<file path="src/include/rvfi_check_params.svh">
`ifndef RVFI_CHECK_PARAMS_SVH
`define RVFI_CHECK_PARAMS_SVH

// width of a data word and of an address on the traced core.
`define RVFI_XLEN 32

// width of the retirement and fault counters.
`define RVFI_COUNT_W 16

`endif

</file>
<file path="src/hdl/rvfi_check_pkg.sv">
`default_nettype none

`include "rvfi_check_params.svh"

package rvfi_check_pkg;

	typedef logic [`RVFI_XLEN-1:0] xlen_t;
	typedef logic [4:0] reg_addr_t;
	typedef logic [`RVFI_XLEN/8-1:0] byte_mask_t;
	typedef logic [31:0] insn_t;
	typedef logic [`RVFI_COUNT_W-1:0] count_t;

	// the encoding order is also the reporting priority, lowest code first.
	typedef enum logic [3:0] {
		fault_none,
		fault_rs1,
		fault_rs2,
		fault_rd_addr,
		fault_rd_wdata,
		fault_pc,
		fault_mem_addr,
		fault_mem_wmask,
		fault_mem_wdata,
		fault_mem_rmask,
		fault_trap
	} check_fault_t;

	typedef enum logic {
		idle,
		active
	} check_state_t;

endpackage

`default_nettype wire

</file>
<file path="src/hdl/retire_compare.sv">
`default_nettype none

`include "rvfi_check_params.svh"

module retire_compare
	import rvfi_check_pkg::*;
(
	input  wire             clk,
	input  wire             rst_n,
	input  wire             rvfi_valid,
	input  wire             rvfi_trap,
	input  wire reg_addr_t  rvfi_rs1_addr,
	input  wire reg_addr_t  rvfi_rs2_addr,
	input  wire reg_addr_t  rvfi_rd_addr,
	input  wire xlen_t      rvfi_rd_wdata,
	input  wire xlen_t      rvfi_pc_wdata,
	input  wire xlen_t      rvfi_mem_addr,
	input  wire byte_mask_t rvfi_mem_rmask,
	input  wire byte_mask_t rvfi_mem_wmask,
	input  wire xlen_t      rvfi_mem_rdata,
	input  wire xlen_t      rvfi_mem_wdata,
	input  wire             alu_claim,
	input  wire reg_addr_t  alu_rs1_addr,
	input  wire reg_addr_t  alu_rs2_addr,
	input  wire reg_addr_t  alu_rd_addr,
	input  wire xlen_t      alu_rd_wdata,
	input  wire xlen_t      alu_pc_wdata,
	input  wire             mem_claim,
	input  wire             mem_trap,
	input  wire reg_addr_t  mem_rs1_addr,
	input  wire reg_addr_t  mem_rs2_addr,
	input  wire reg_addr_t  mem_rd_addr,
	input  wire xlen_t      mem_rd_wdata,
	input  wire xlen_t      mem_pc_wdata,
	input  wire xlen_t      mem_mem_addr,
	input  wire byte_mask_t mem_mem_rmask,
	input  wire byte_mask_t mem_mem_wmask,
	input  wire xlen_t      mem_mem_wdata,
	output logic            fault_valid,
	output check_fault_t    fault
);

	logic         spec_trap;
	reg_addr_t    spec_rs1_addr;
	reg_addr_t    spec_rs2_addr;
	reg_addr_t    spec_rd_addr;
	xlen_t        spec_rd_wdata;
	xlen_t        spec_pc_wdata;
	xlen_t        spec_mem_addr;
	byte_mask_t   spec_mem_rmask;
	byte_mask_t   spec_mem_wmask;
	xlen_t        spec_mem_wdata;
	logic         lane_wmask_bad;
	logic         lane_wdata_bad;
	logic         lane_rmask_bad;
	logic         body_checked;
	check_fault_t fault_next;

	// ########################################################################
	// spec select. an encoding no model claims is specified as a trap.
	// ########################################################################

	always_comb begin
		spec_trap      = 1'b1;
		spec_rs1_addr  = '0;
		spec_rs2_addr  = '0;
		spec_rd_addr   = '0;
		spec_rd_wdata  = '0;
		spec_pc_wdata  = '0;
		spec_mem_addr  = '0;
		spec_mem_rmask = '0;
		spec_mem_wmask = '0;
		spec_mem_wdata = '0;
		if (alu_claim) begin
			spec_trap     = 1'b0;
			spec_rs1_addr = alu_rs1_addr;
			spec_rs2_addr = alu_rs2_addr;
			spec_rd_addr  = alu_rd_addr;
			spec_rd_wdata = alu_rd_wdata;
			spec_pc_wdata = alu_pc_wdata;
		end else if (mem_claim) begin
			spec_trap      = mem_trap;
			spec_rs1_addr  = mem_rs1_addr;
			spec_rs2_addr  = mem_rs2_addr;
			spec_rd_addr   = mem_rd_addr;
			spec_rd_wdata  = mem_rd_wdata;
			spec_pc_wdata  = mem_pc_wdata;
			spec_mem_addr  = mem_mem_addr;
			spec_mem_rmask = mem_mem_rmask;
			spec_mem_wmask = mem_mem_wmask;
			spec_mem_wdata = mem_mem_wdata;
		end
	end

	// ########################################################################
	// byte lane rules.
	// ########################################################################

	always_comb begin
		lane_wmask_bad = 1'b0;
		lane_wdata_bad = 1'b0;
		lane_rmask_bad = 1'b0;
		for (int i = 0; i < `RVFI_XLEN/8; i++) begin
			if (spec_mem_wmask[i]) begin
				if (!rvfi_mem_wmask[i])
					lane_wmask_bad = 1'b1;
				if (spec_mem_wdata[i*8 +: 8] != rvfi_mem_wdata[i*8 +: 8])
					lane_wdata_bad = 1'b1;
			end else if (rvfi_mem_wmask[i]) begin
				// an extra core write is fine if it rewrites the byte it read.
				if (!rvfi_mem_rmask[i])
					lane_rmask_bad = 1'b1;
				if (rvfi_mem_rdata[i*8 +: 8] != rvfi_mem_wdata[i*8 +: 8])
					lane_wdata_bad = 1'b1;
			end
			if (spec_mem_rmask[i] && !rvfi_mem_rmask[i])
				lane_rmask_bad = 1'b1;
		end
	end

	// rd and pc results are only specified for an instruction that retires cleanly.
	assign body_checked = !spec_trap;

	always_comb begin
		fault_next = fault_none;
		if (spec_rs1_addr != 5'd0 && spec_rs1_addr != rvfi_rs1_addr)
			fault_next = fault_rs1;
		else if (spec_rs2_addr != 5'd0 && spec_rs2_addr != rvfi_rs2_addr)
			fault_next = fault_rs2;
		else if (body_checked && spec_rd_addr != rvfi_rd_addr)
			fault_next = fault_rd_addr;
		else if (body_checked && spec_rd_wdata != rvfi_rd_wdata)
			fault_next = fault_rd_wdata;
		else if (body_checked && spec_pc_wdata != rvfi_pc_wdata)
			fault_next = fault_pc;
		else if (((|spec_mem_rmask) || (|spec_mem_wmask)) &&
				spec_mem_addr != rvfi_mem_addr)
			fault_next = fault_mem_addr;
		else if (lane_wmask_bad)
			fault_next = fault_mem_wmask;
		else if (lane_wdata_bad)
			fault_next = fault_mem_wdata;
		else if (lane_rmask_bad)
			fault_next = fault_mem_rmask;
		else if (spec_trap != rvfi_trap)
			fault_next = fault_trap;
	end

	always_ff @(posedge clk) begin
		if (!rst_n) begin
			fault_valid <= 1'b0;
			fault       <= fault_none;
		end else begin
			fault_valid <= rvfi_valid;
			if (rvfi_valid)
				fault <= fault_next;
		end
	end

endmodule

`default_nettype wire

</file>
<file path="config.mk">
export PLATFORM = sky130hd
export DESIGN_NAME = retire_compare
export DESIGN_NICKNAME = d
export VERILOG_FILES = /design/src/hdl/rvfi_check_pkg.sv /design/src/hdl/retire_compare.sv
export VERILOG_INCLUDE_DIRS = /design/src /design/src/include
export SDC_FILE = /design/constraint.sdc
export NUM_CORES = 1
export LEC_CHECK = 0
export ABC_AREA = 1
export BUFFER_PORTS_ARGS = -buffer_cell sky130_fd_sc_hd__buf_2
export CAP_MARGIN = 5
export CORE_AREA = 2 2 163 165
export DETAILED_ROUTE_END_ITERATION = 10
export DIE_AREA = 0 0 165 167
export SLEW_MARGIN = 20
export SYNTH_ARGS = -nofsm -noshare
export SYNTH_HDL_FRONTEND = slang
export SYNTH_SLANG_ARGS = --single-unit
</file>
<file path="constraint.sdc">
create_clock -name clk -period 2.95 [get_ports clk]
set_input_delay 0.59 -clock clk [delete_from_list [all_inputs] [get_ports clk]]
set_output_delay 0.59 -clock clk [all_outputs]
set_load 0.005 [all_outputs]
</file>
Word level (Yosys, flattened, before mapping)
Cells that the tools add are included.
{ "op_classes": {"n_mux": 70, "n_eq_ne": 15, "n_reduce_logical": 20} }
{ "op_table": {"columns": ["op", "n"], "rows": [
  ["32-bit 2-to-1 mux", 8],
  ["32-bit inequality test", 3],
  ["8-bit inequality test", 8],
  ["4-bit 2-to-1 mux", 14],
  ["1-bit 2-to-1 mux", 42],
  ["5-bit 2-to-1 mux", 6],
  ["5-bit inequality test", 3],
  ["1-bit logical AND", 10],
  ["5-bit nonzero test", 2],
  ["4-bit OR reduction", 2],
  ["1-bit zero test", 5],
  ["1-bit logical OR", 1],
  ["1-bit inequality test", 1]
]} }
{ "totals": {"wordCells": 107, "input_bits": 420, "reg_bits": 5} }

Logic depth before layout (Yosys ltp)
Gate-level depths: netlist (run 1).
{ "depth": {"ltp_word": 25, "ltp_mapped": 21, "ltp_nobuf": 20} }

Worst setup path before layout (run 1)
OpenSTA, ideal clock, no wires.
{ "synth_path": {"path_type": "input -> register", "start": "input port mem_claim", "end": "register fault[1]", "setup_slack_ps": 633, "arrival_time_ps": 2202, "path_stages": 17, "n_path_buf": 3, "setup_time_ps": 116, "cell_sequence": "buf_2 -> inv_2 -> nor2_4 -> buf_6 -> buf_2 -> nand2_1 -> xnor2_1 -> nor3_1 -> nand2_1 -> nor2_1 -> nand2_1 -> a21boi_1 -> nand2_1 -> nand2_1 -> nand2_1 -> nand2_1 -> a21oi_1"} }
{ "synth_via": {"elab_chain_len": 25, "elab_cells_between_ends": 92} }
{ "synth_lines": {"columns": ["item", "line", "text"], "rows": [
  ["from (decl)", "retire_compare.sv:28", "input wire mem_claim,"],
  ["4-bit 2-to-1 mux", "retire_compare.sv:81", "end else if (mem_claim) begin"],
  ["4-bit 2-to-1 mux", "retire_compare.sv:74", "if (alu_claim) begin"],
  ["1-bit 2-to-1 mux or 1-bit logical AND (tied branches)", "retire_compare.sv:104, retire_compare.sv:116", null],
  ["1-bit 2-to-1 mux", "retire_compare.sv:116", "if (spec_mem_rmask[i] && !rvfi_mem_rmask[i])"],
  ["1-bit 2-to-1 mux", "retire_compare.sv:111", "if (!rvfi_mem_rmask[i])"],
  ["1-bit 2-to-1 mux", "retire_compare.sv:109", "end else if (rvfi_mem_wmask[i]) begin"],
  ["1-bit 2-to-1 mux", "retire_compare.sv:104", "if (spec_mem_wmask[i]) begin"],
  ["1-bit 2-to-1 mux", "retire_compare.sv:116", null],
  ["[9 not listed]", null, null],
  ["4-bit 2-to-1 mux", "retire_compare.sv:141", "else if (lane_wdata_bad)"],
  ["4-bit 2-to-1 mux", "retire_compare.sv:139", "else if (lane_wmask_bad)"],
  ["4-bit 2-to-1 mux", "retire_compare.sv:136", "else if (((|spec_mem_rmask) || (|spec_mem_wmask)) &&"],
  ["4-bit 2-to-1 mux", "retire_compare.sv:134", "else if (body_checked && spec_pc_wdata != rvfi_pc_wdata)"],
  ["4-bit 2-to-1 mux", "retire_compare.sv:132", "else if (body_checked && spec_rd_wdata != rvfi_rd_wdata)"],
  ["4-bit 2-to-1 mux", "retire_compare.sv:130", "else if (body_checked && spec_rd_addr != rvfi_rd_addr)"],
  ["4-bit 2-to-1 mux", "retire_compare.sv:128", "else if (spec_rs2_addr != 5'd0 && spec_rs2_addr != rvfi_rs2_addr)"],
  ["4-bit 2-to-1 mux *", "retire_compare.sv:126", "if (spec_rs1_addr != 5'd0 && spec_rs1_addr != rvfi_rs1_addr)"],
  ["to (signal assigned)", "retire_compare.sv:152", "fault <= fault_none;"],
  ["to (signal assigned)", "retire_compare.sv:156", "fault <= fault_next;"],
  ["to (decl)", "retire_compare.sv:40", "output check_fault_t fault"]
]} }
Every way passes the cells marked *; elsewhere a longest branch is shown, timed or not.
A chain may end at the register's enable or synchronous reset.

Worst setup path after layout (run 1)
Ends and elaborated chain as after synthesis.

==> flow_summary.toml, run 1 <==
[global_routing]
grt_pass1_wl_um = 30940
grt-ovfl-total = 0
antenna_found_initial = 1
top_usage_layer = "met2"
track_usage_pct = 14.14
grt_start_max_net_pins = 77
grt_pass1_vias = 6128
met1_usage_pct = 18.15
met3_usage_pct = 1.793
grt_use_met2_pct = 24.82

[detailed_routing]
firstDrtPassIters = 5
wirelength_um = 20980
post_drt_wl_per_cell_um = 13.20
drc = 0
drt_iter0_drc = 293
num_vias = 6536
ant_nets = 0
routed_via_density = 4.111

[hold_path]
min_from = "fault[2]"
hold_depth = 2
min_to = "fault[2]"
hold_class = "flip-flop to flip-flop"

[yosys]
synth.top_cell.area_share_pct = 38.33
yosys_warnings = 0
avgSynthCellArea_um2 = 5.042
synthesis.area_um2 = 4240
synth_area_leader_cell = "nand2_1"
yosysMostFrequentCell = "nand2_1"
synth_ff_type = "dfxtp_1"
synth_seq_cells = 5
synth-edff-count = 0
syn-num-nets = 1261
synthTopCellsByArea = "nand2_1 (38%), xnor2_1 (17%), xor2_1 (8.9%), nor2_1 (5.6%), nand3b_1 (4.2%)"
synthArstFlopShare_pct = 0
synth_cell_types = 31
yosysSeqAreaShare_pct = 2.361
synthCells = 841
synth_commonest_cells = "nand2_1 (433), xnor2_1 (81), nor2_1 (63), inv_1 (47), xor2_1 (43)"

[sta]
relSlewSlack_pct = 41.48
worst_slew_pin_slew_ns = 0.8686
post-route-period-util_pct = 88.49
clock_skew_ns = 0
rsz0062_at_grt = "false"
final-setup-viol-count = 0
period_needed_ns = 2.610
clock.fmax_ghz = 0.3831
drv_slew = 0
finalHoldViolations = 0
tns_ns = 0

[floorplanning]
start_util_pct = 16.46
dieArea_um2 = 27560
dieHeight_um = 167
die_w_um = 165
core_um2 = 25760
rows = 59
ioPinCount = 425

[clock_network]
cts_setup_buffers = 0
clk_pin_slew_ns = 0.03
clockBufferDepth = 2
cts_num_sinks = 5
htreeDepth = 1
cts_root_buf = "clkbuf_16"
holdBufCountCts = 0
cts_tree = "built"
cts_resized = 0
insertion_delay_ns = 0.22
cts_buffers = 3

[worst_setup_path]
cp_data_arrival_time_ns = 2.72
cp.required_ns = 3.06
r2r-start = "fault[3]"
path_class = "input port to flip-flop"
r2r_end = "fault[3]"
critPathCaptureType = "flip-flop"
reg2reg_depth = 2
start_kind = "input port"
crit_fanout = 53
ff2ff_setup_slack_ns = 2.33

[power_and_ir_drop]
totalPowerFinal_mw = 1.184
peakVddDrop_mv = 0.1192
power_density_nw_per_um2 = 172.9
p_leak_nw = 3.842

[placed_design]
place_congestion = 0.9809
numPortBuffers = 424
dp_hpwl_um = 18550

[final_layout]
area_delta_synth_final_pct = 61.49
drive_above_1_share_pct = 35.81
num-nets-final = 1675

[run_status]
status = "complete, no violations"

[flow_run]
cap_violations = 0
## worst max-delay path: stages
cell and delay [ns]:
buf_2 0.11, inv_2 0.05, nor2_4 0.14, buf_12 0.25, nand2_1 0.10, xor2_1 0.15
nand2_1 0.07, nor3_1 0.29, nand2_1 0.12, nor2_1 0.14, nand2_1 0.13, a21boi_1 0.23
nand2_1 0.08, nand2_1 0.07, nand2_1 0.05, nand2_1 0.05, a21oi_1 0.05
## stage by stage
step / util [%] / area, um2 / setup slack [ns] / hold slack [ns] / std cells
2_1_floorplan: - / 4240 / 0.6326 / 0.4602 / 841
3_3_place_gp: 26.26 / 6766 / 0.2087 / 0.4615 / 1585
3_5_place_dp: 26.26 / 6766 / 0.1286 / 0.4671 / 1585
4_1_cts: 26.57 / 6845 / 0.3514 / 0.4696 / 1589
5_1_grt: 26.58 / 6848 / 0.1122 / 0.4895 / 1590
6_report: 26.58 / 6848 / 0.3397 / 0.4650 / 1590
## how the worst max path moves through the flow
stage | from | end | slack, ns | cells past startpoint
after CTS | mem_claim | fault[1] | 0.35 | 17
after detailed placement | mem_claim | fault[1] | 0.13 | 17
final | mem_claim | fault[1] | 0.34 | 17
after global routing | mem_claim | fault[1] | 0.11 | 20
after global placement | alu_claim | fault[1] | 0.21 | 16
after floorplan | mem_claim | fault[1] | 0.63 | 17
## report_power, final
part	leakage, nW	internal [mW]	switching [mW]	total [mW]
Combinational	3.76	0.444	0.444	0.888
Sequential	0.0409	0.0708	0.00167	0.0725
Clock	0.0382	0.179	0.0445	0.224
## routing by layer
metal / routed length, um / vias up
met5: 0 / -
li1: - / 3445
met3: 1542 / 30
met4: 490 / 0
met1: 8944 / 2793
met2: 10000 / 268
## layout make-up
type                            count  area (um2)
Timing Repair Buffer              440        2282
Sequential cell                     5       100.1
Antenna cell                        1       2.502
Clock buffer                        4       78.83
Fill cell                        2985       18920
Tap cell                          335       419.2
Inverter                           50       187.7
Multi-Input combinational cell    755        3777
## placed cells by master (no fill, tap or decap), drive strengths merged
cell    count
nor2       64
dfxtp       5
xnor2      81
nor3       12
inv        49
o22ai       1
nand4      16
and3        1
a22oi       7
a21oi      16
a22o        5
clkbuf      4
xor2       43
o21bai      5
nand3      34
a221oi      1
buf       440
or2         3
o221ai      1
a21boi      1
o21ai       5
clkinv      1
nor4        2
nand2     433
diode       1
nand3b     24
## flip-flops by register name, indices dropped and copies added, names as in the netlist
name,cells
fault,4
fault_valid,1
## logic make-up after synthesis
group | count (synthesis) | synth area share [%]
AOI/OAI and AO/OA | 42 | 6.374
DFF | 5 | 2.361
and+or+nand+nor | 589 | 57.10
buffers and inverters | 81 | 8.557
xor gates and xnor gates | 124 | 25.61
Power figures use the tool's default switching activity.
==> run 2, diff against run 1 <==
==> constraint.sdc (replaced) <==
create_clock -name clk -period 2.5 [get_ports clk]
set_input_delay 0.5 -clock clk [delete_from_list [all_inputs] [get_ports clk]]
set_output_delay 0.5 -clock clk [all_outputs]
set_load 0.005 [all_outputs]
==> flow_summary.toml, run 2 (synthesis gave the netlist of run 1 again) <==
[clock_network]
holdBufCountCts = 0
cts_root_buf = "clkbuf_16"
cts_buffers = 3
insertion_delay_ns = 0.23
cts_num_sinks = 5
clockBufferDepth = 2
cts_tree = "built"
htreeDepth = 1
clk_pin_slew_ns = 0.03

[floorplanning]
dieArea_um2 = 27560
rows = 59
ioPinCount = 425
dieHeight_um = 167
core_um2 = 25760
start_util_pct = 16.46
die_w_um = 165

[final_layout]
fill_cells = 2951
top_regs = "fault: 4 flops, fault_valid: 1 flops"
top_register = "fault"
drive_above_1_share_pct = 39.33
layout_common_cells = "nand2_1 (424), buf_2 (422), xnor2_1 (81), nor2_1 (54), inv_1 (47)"
final_util_pct = 28.30
num-nets-final = 1705
regArea_um2 = 100.1
largest_reg_flops = 4
final_common_cell = "nand2_1"
multiInputGateArea_um2 = 3859
area_delta_synth_final_pct = 71.97

[worst_setup_path]
cp_data_arrival_time_ns = 2.51
path_class = "input port to flip-flop"
start_kind = "input port"
reg2reg_depth = 2
ff2ff_setup_slack_ns = 1.90
critPathCapture = "fault[0]"
cp.required_ns = 2.66
worstSetupStartpoint = "alu_claim"
crit_fanout = 8
r2r-start = "fault[1]"
r2r_end = "fault[1]"
critPathCaptureType = "flip-flop"

[detailed_routing]
drt_iter0_drc = 331
met3_length_um = 1803
drc = 0
firstDrtPassIters = 5
routed_via_density = 4.144
met1_length_um = 9398
num_vias = 6722
wirelength_um = 22800
highest_layer = "met4"
post_drt_wl_per_cell_um = 14.05
ant_nets = 0
wl_met2_um = 11110

[sta]
clock_skew_ns = 0
finalHoldViolations = 0
final-setup-viol-count = 0
drv_slew = 0
fin_ws_ns = 0.1490
clock.fmax_ghz = 0.4253
post-route-period-util_pct = 94.04
relSlewSlack_pct = 34.09
period_needed_ns = 2.351
worst_slew_pin_slew_ns = 0.9784

[power_and_ir_drop]
p_sw_mw = 0.6149
internal_power_mw = 0.8771
totalPowerFinal_mw = 1.492
p_leak_nw = 4.043
pwr-share-seq_pct = 5.7
p_comb_share_pct = 76.4
peakVddDrop_mv = 0.1474
netSwitchingFraction_pct = 41.21
power_density_nw_per_um2 = 204.6
power_frac_clock_pct = 17.8

[placed_design]
place_ws_ns = -0.1328
numPortBuffers = 424
place_congestion = 0.9903
dp_hpwl_um = 19090

[hold_path]
hold_class = "flip-flop to flip-flop"

[global_routing]
grt_pass1_vias = 6190
grt_start_max_net_pins = 62
grt_pass1_wl_um = 30660
antenna_found_initial = 3
track_usage_pct = 14.28
grt-ovfl-total = 0

[run_status]
status = "complete, no violations"

[flow_run]
cap_violations = 0
==> run 2: cell types whose count changed in the layout (fill, tap and decap cells not counted), moves of 9 or more <==
cell     change
nor2_1       -9
nand2_1      -9
buf_6       +10
nand2_2      +9
buf_4       +14
nor2_2       +9
==> run 2: worst max-delay path, cell delays in order <==
cell,delay (ns)
buf_4,0.13
nor2_4,0.18
buf_12,0.15
buf_12,0.13
nand2_1,0.05
nand2_1,0.08
xnor2_1,0.13
nand3b_1,0.18
nor2_1,0.14
nand2_1,0.08
nor2_2,0.14
nand2_2,0.11
nand2_2,0.09
buf_6,0.10
nand2_1,0.05
nand2_1,0.07
nand2_1,0.06
a21oi_2,0.13
==> run 2: layout make-up <==
cell class / count / share of cell area [%]
multi-input cells: 755 / 52.92
repair buffers: 470 / 36.20
well taps: 335 / 5.748
inverters: 50 / 2.574
flip-flops and latches: 5 / 1.373
clock buffers: 4 / 1.081
diodes: 3 / 0.1030
==> run 2: how the worst min path moves through the flow <==
stage                  start  endpoint  depth (start not counted)
CTS                 fault[2]  fault[2]                          2
detailed placement  fault[2]  fault[2]                          2
floorplan           fault[0]  fault[0]                          2
global route        fault[2]  fault[2]                          2
finish              fault[2]  fault[2]                          2
global placement    fault[0]  fault[0]                          2
==> run 2: per-layer routing <==
metal / GRT usage, % / vias to the layer above
met5: 0 / -
met4: 3.478 / 0
met3: 2.615 / 32
met2: 25.74 / 290
met1: 17.28 / 2896
li1: - / 3504
==> run 2: stage by stage <==
step | std cells | area, um2 | hold WS [ns] | setup TNS, ns
floorplan | 841 | 4240 | 0.4602 | 0
global placement | 1603 | 6914 | 0.4572 | -0.2877
detailed placement | 1603 | 6914 | 0.4580 | -0.4864
CTS | 1607 | 6993 | 0.4639 | 0
global route | 1622 | 7292 | 0.5025 | -0.007866
finish | 1622 | 7292 | 0.4634 | 0
==> run 2: power by group through the flow <==
stage	clock [mW]	combinational [mW]	sequential [mW]
after floorplan	0	0.540	0.0864
after global placement	0	1.07	0.0863
after detailed placement	0	1.08	0.0864
after CTS	0.271	1.08	0.0853
after global routing	0.278	1.27	0.0858
final	0.266	1.14	0.0853
==> run 2: timing repair <==
item,4_1_cts,5_1_grt
buffers inserted,0,8
setup endpoints to repair,0,4
resized for setup,0,38
==> run 3, diff against run 2 <==
--- a/config.mk
+++ b/config.mk
@@ -9,9 +9,9 @@
 export ABC_AREA = 1
 export BUFFER_PORTS_ARGS = -buffer_cell sky130_fd_sc_hd__buf_2
 export CAP_MARGIN = 5
-export CORE_AREA = 2 2 163 165
+export CORE_AREA = 2 2 167 169
 export DETAILED_ROUTE_END_ITERATION = 10
-export DIE_AREA = 0 0 165 167
+export DIE_AREA = 0 0 169 171
 export SLEW_MARGIN = 20
 export SYNTH_ARGS = -nofsm -noshare
 export SYNTH_HDL_FRONTEND = slang
==> constraint.sdc (replaced) <==
create_clock -name clk -period 1.95 [get_ports clk]
set_input_delay 0.39 -clock clk [delete_from_list [all_inputs] [get_ports clk]]
set_output_delay 0.39 -clock clk [all_outputs]
set_load 0.005 [all_outputs]
==> flow_summary.toml, run 3 (synthesis gave the netlist of run 1 again) <==
[clock_network]
clockBufferDepth = 2
htreeDepth = 1
clk_pin_slew_ns = 0.03
holdBufCountCts = 0
insertion_delay_ns = 0.23
cts_buffers = 3
cts_num_sinks = 5
cts_root_buf = "clkbuf_16"
cts_tree = "built"

[power_and_ir_drop]
peakVddDrop_mv = 0.1865
power_density_nw_per_um2 = 261.4
p_leak_nw = 4.219

[detailed_routing]
post_drt_wl_per_cell_um = 13.91
firstDrtPassIters = 4
drt_iter0_drc = 207
wirelength_um = 22930
routed_via_density = 4.109
num_vias = 6776
ant_nets = 0
drc = 0

[global_routing]
grt-ovfl-total = 0
antenna_found_initial = 2
grt_pass1_vias = 6608
grt_start_max_net_pins = 25
grt_pass1_wl_um = 33550
track_usage_pct = 14.89

[final_layout]
num-nets-final = 1723
area_delta_synth_final_pct = 82.35
largest_reg_flops = 4
final_util_pct = 28.30
final_common_cell = "buf_2"
layout_common_cells = "buf_2 (422), nand2_1 (413), xnor2_1 (78), nor2_1 (49), inv_1 (47)"
fin_cells = 1649
drive_above_1_share_pct = 42.32
top_register = "fault"
top_regs = "fault: 4 flops, fault_valid: 1 flops"

[placed_design]
dpl.cell_count = 1627
numPortBuffers = 424
place_congestion = 0.9327
dp_hpwl_um = 18560
place_ws_ns = -0.6931

[sta]
rsz0062_at_grt = "true"
clock_skew_ns = 0
drv_slew = 0
relSlewSlack_pct = 79.07
post-route-period-util_pct = 112.5
fin_ws_ns = -0.2442
period_needed_ns = 2.194
finalHoldViolations = 0
clock.fmax_ghz = 0.4557
final-setup-viol-count = 4
worst_slew_pin_slew_ns = 0.3140

[worst_setup_path]
cp_data_arrival_time_ns = 2.36
cp_common_cell = "nand2_1"
cp_top_family = "simple AND/OR/NAND/NOR gates"
critPathCaptureType = "flip-flop"
crit_buf_inv = 7
path_class = "input port to flip-flop"
slowest_stage = "nor3_2"
slowest_delay_ns = 0.21
crit_fanout = 13
start_kind = "input port"
path_cells = "buf_6, inv_4, nor2_4, buf_12, buf_12, buf_12, buf_16, nand2_1, nand2_1, xor2_1, nor3_2, nand2_1, nor2_2, nand2_2, nand2_2, nand2_2, inv_2, nand2_1, nand2_1, nand2_1, a21oi_2"
cp.required_ns = 2.11

[floorplanning]
dieArea_um2 = 28900
dieHeight_um = 171
die_w_um = 169
start_util_pct = 15.52
ioPinCount = 425
core_um2 = 27320
rows = 61

[run_status]
status = "finished with violations"
violations = "negative setup slack"

[flow_run]
cap_violations = 0

[hold_path]
hold_class = "input port to flip-flop"
-- run 3: cell count changes in the layout (fill, tap and decap cells not counted), moves of 5 or more --
| cell | previous run | this run |
|---|---|---|
| nor3_1 | 7 | 2 |
| nand2_2 | 9 | 19 |
| nand2_1 | 424 | 413 |
| nor2_1 | 54 | 49 |
| nor3_2 | 5 | 10 |
| buf_4 | 28 | 36 |
| buf_16 | 0 | 7 |
-- run 3: worst paths after layout --
path,from,end,slack (ns),depth (start not counted)
min reg2reg,fault[0],fault[0],0.46,2
min,rst_n,fault_valid,0.36,3
max,mem_claim,fault[1],-0.24,21
max reg2reg,fault[1],fault[1],1.35,2
-- run 3: worst register-to-register path, stage by stage, from the launching register on --
cell and delay [ns]:
dfxtp_1 0.33, nand2_1 0.07, a21oi_2 0.14
-- run 3: per-layer routing --
| metal | wire, um | global-route usage [%] | up-vias | share of wire [%] |
|---|---|---|---|---|
| met3 | 1538 | 1.804 | 21 | 6.7 |
| met5 | 12 | 0 | - | 0.052 |
| li1 | - | - | 3553 | - |
| met2 | 11570 | 28.76 | 278 | 50 |
| met1 | 9552 | 17.96 | 2922 | 42 |
| met4 | 261 | 1.970 | 2 | 1.1 |
-- run 3: layout make-up --
type                       count  area (um2)
fill                        3137       19590
multi-input combinational    755        3979
timing repair buffer         488        2949
tap                          346       432.9
inverter                      50       190.2
sequential                     5       100.1
clock buffer                   4       78.83
antenna                        1       2.502
-- run 3: through the flow --
step	area, um2	total power, mW	hold slack (ns)	setup TNS (ns)
6_report	7732	2.021	0.3617	-0.7887
5_1_grt	7730	2.209	0.3866	-1.445
4_1_cts	7646	2.021	0.3615	-0.8993
3_5_place_dp	7069	1.517	0.4610	-2.421
3_3_place_gp	7069	1.506	0.4574	-2.359
2_1_floorplan	4283	0.8140	0.4602	-0.1220
-- run 3: power breakdown --
group          leakage, nW  switching (mW)  internal, mW  total (mW)
logic                 4.14           0.749         0.818        1.57
clock network       0.0382          0.0738         0.272       0.345
registers           0.0409         0.00171         0.107       0.109
total                 4.22           0.824          1.20        2.02
-- run 3: timing repair --
item,in CTS,in global routing
pin swaps,35,32
setup buffers,9,2
gates resized for setup,59,24
gates cloned,7,0
endpoints found under the setup margin,4,4
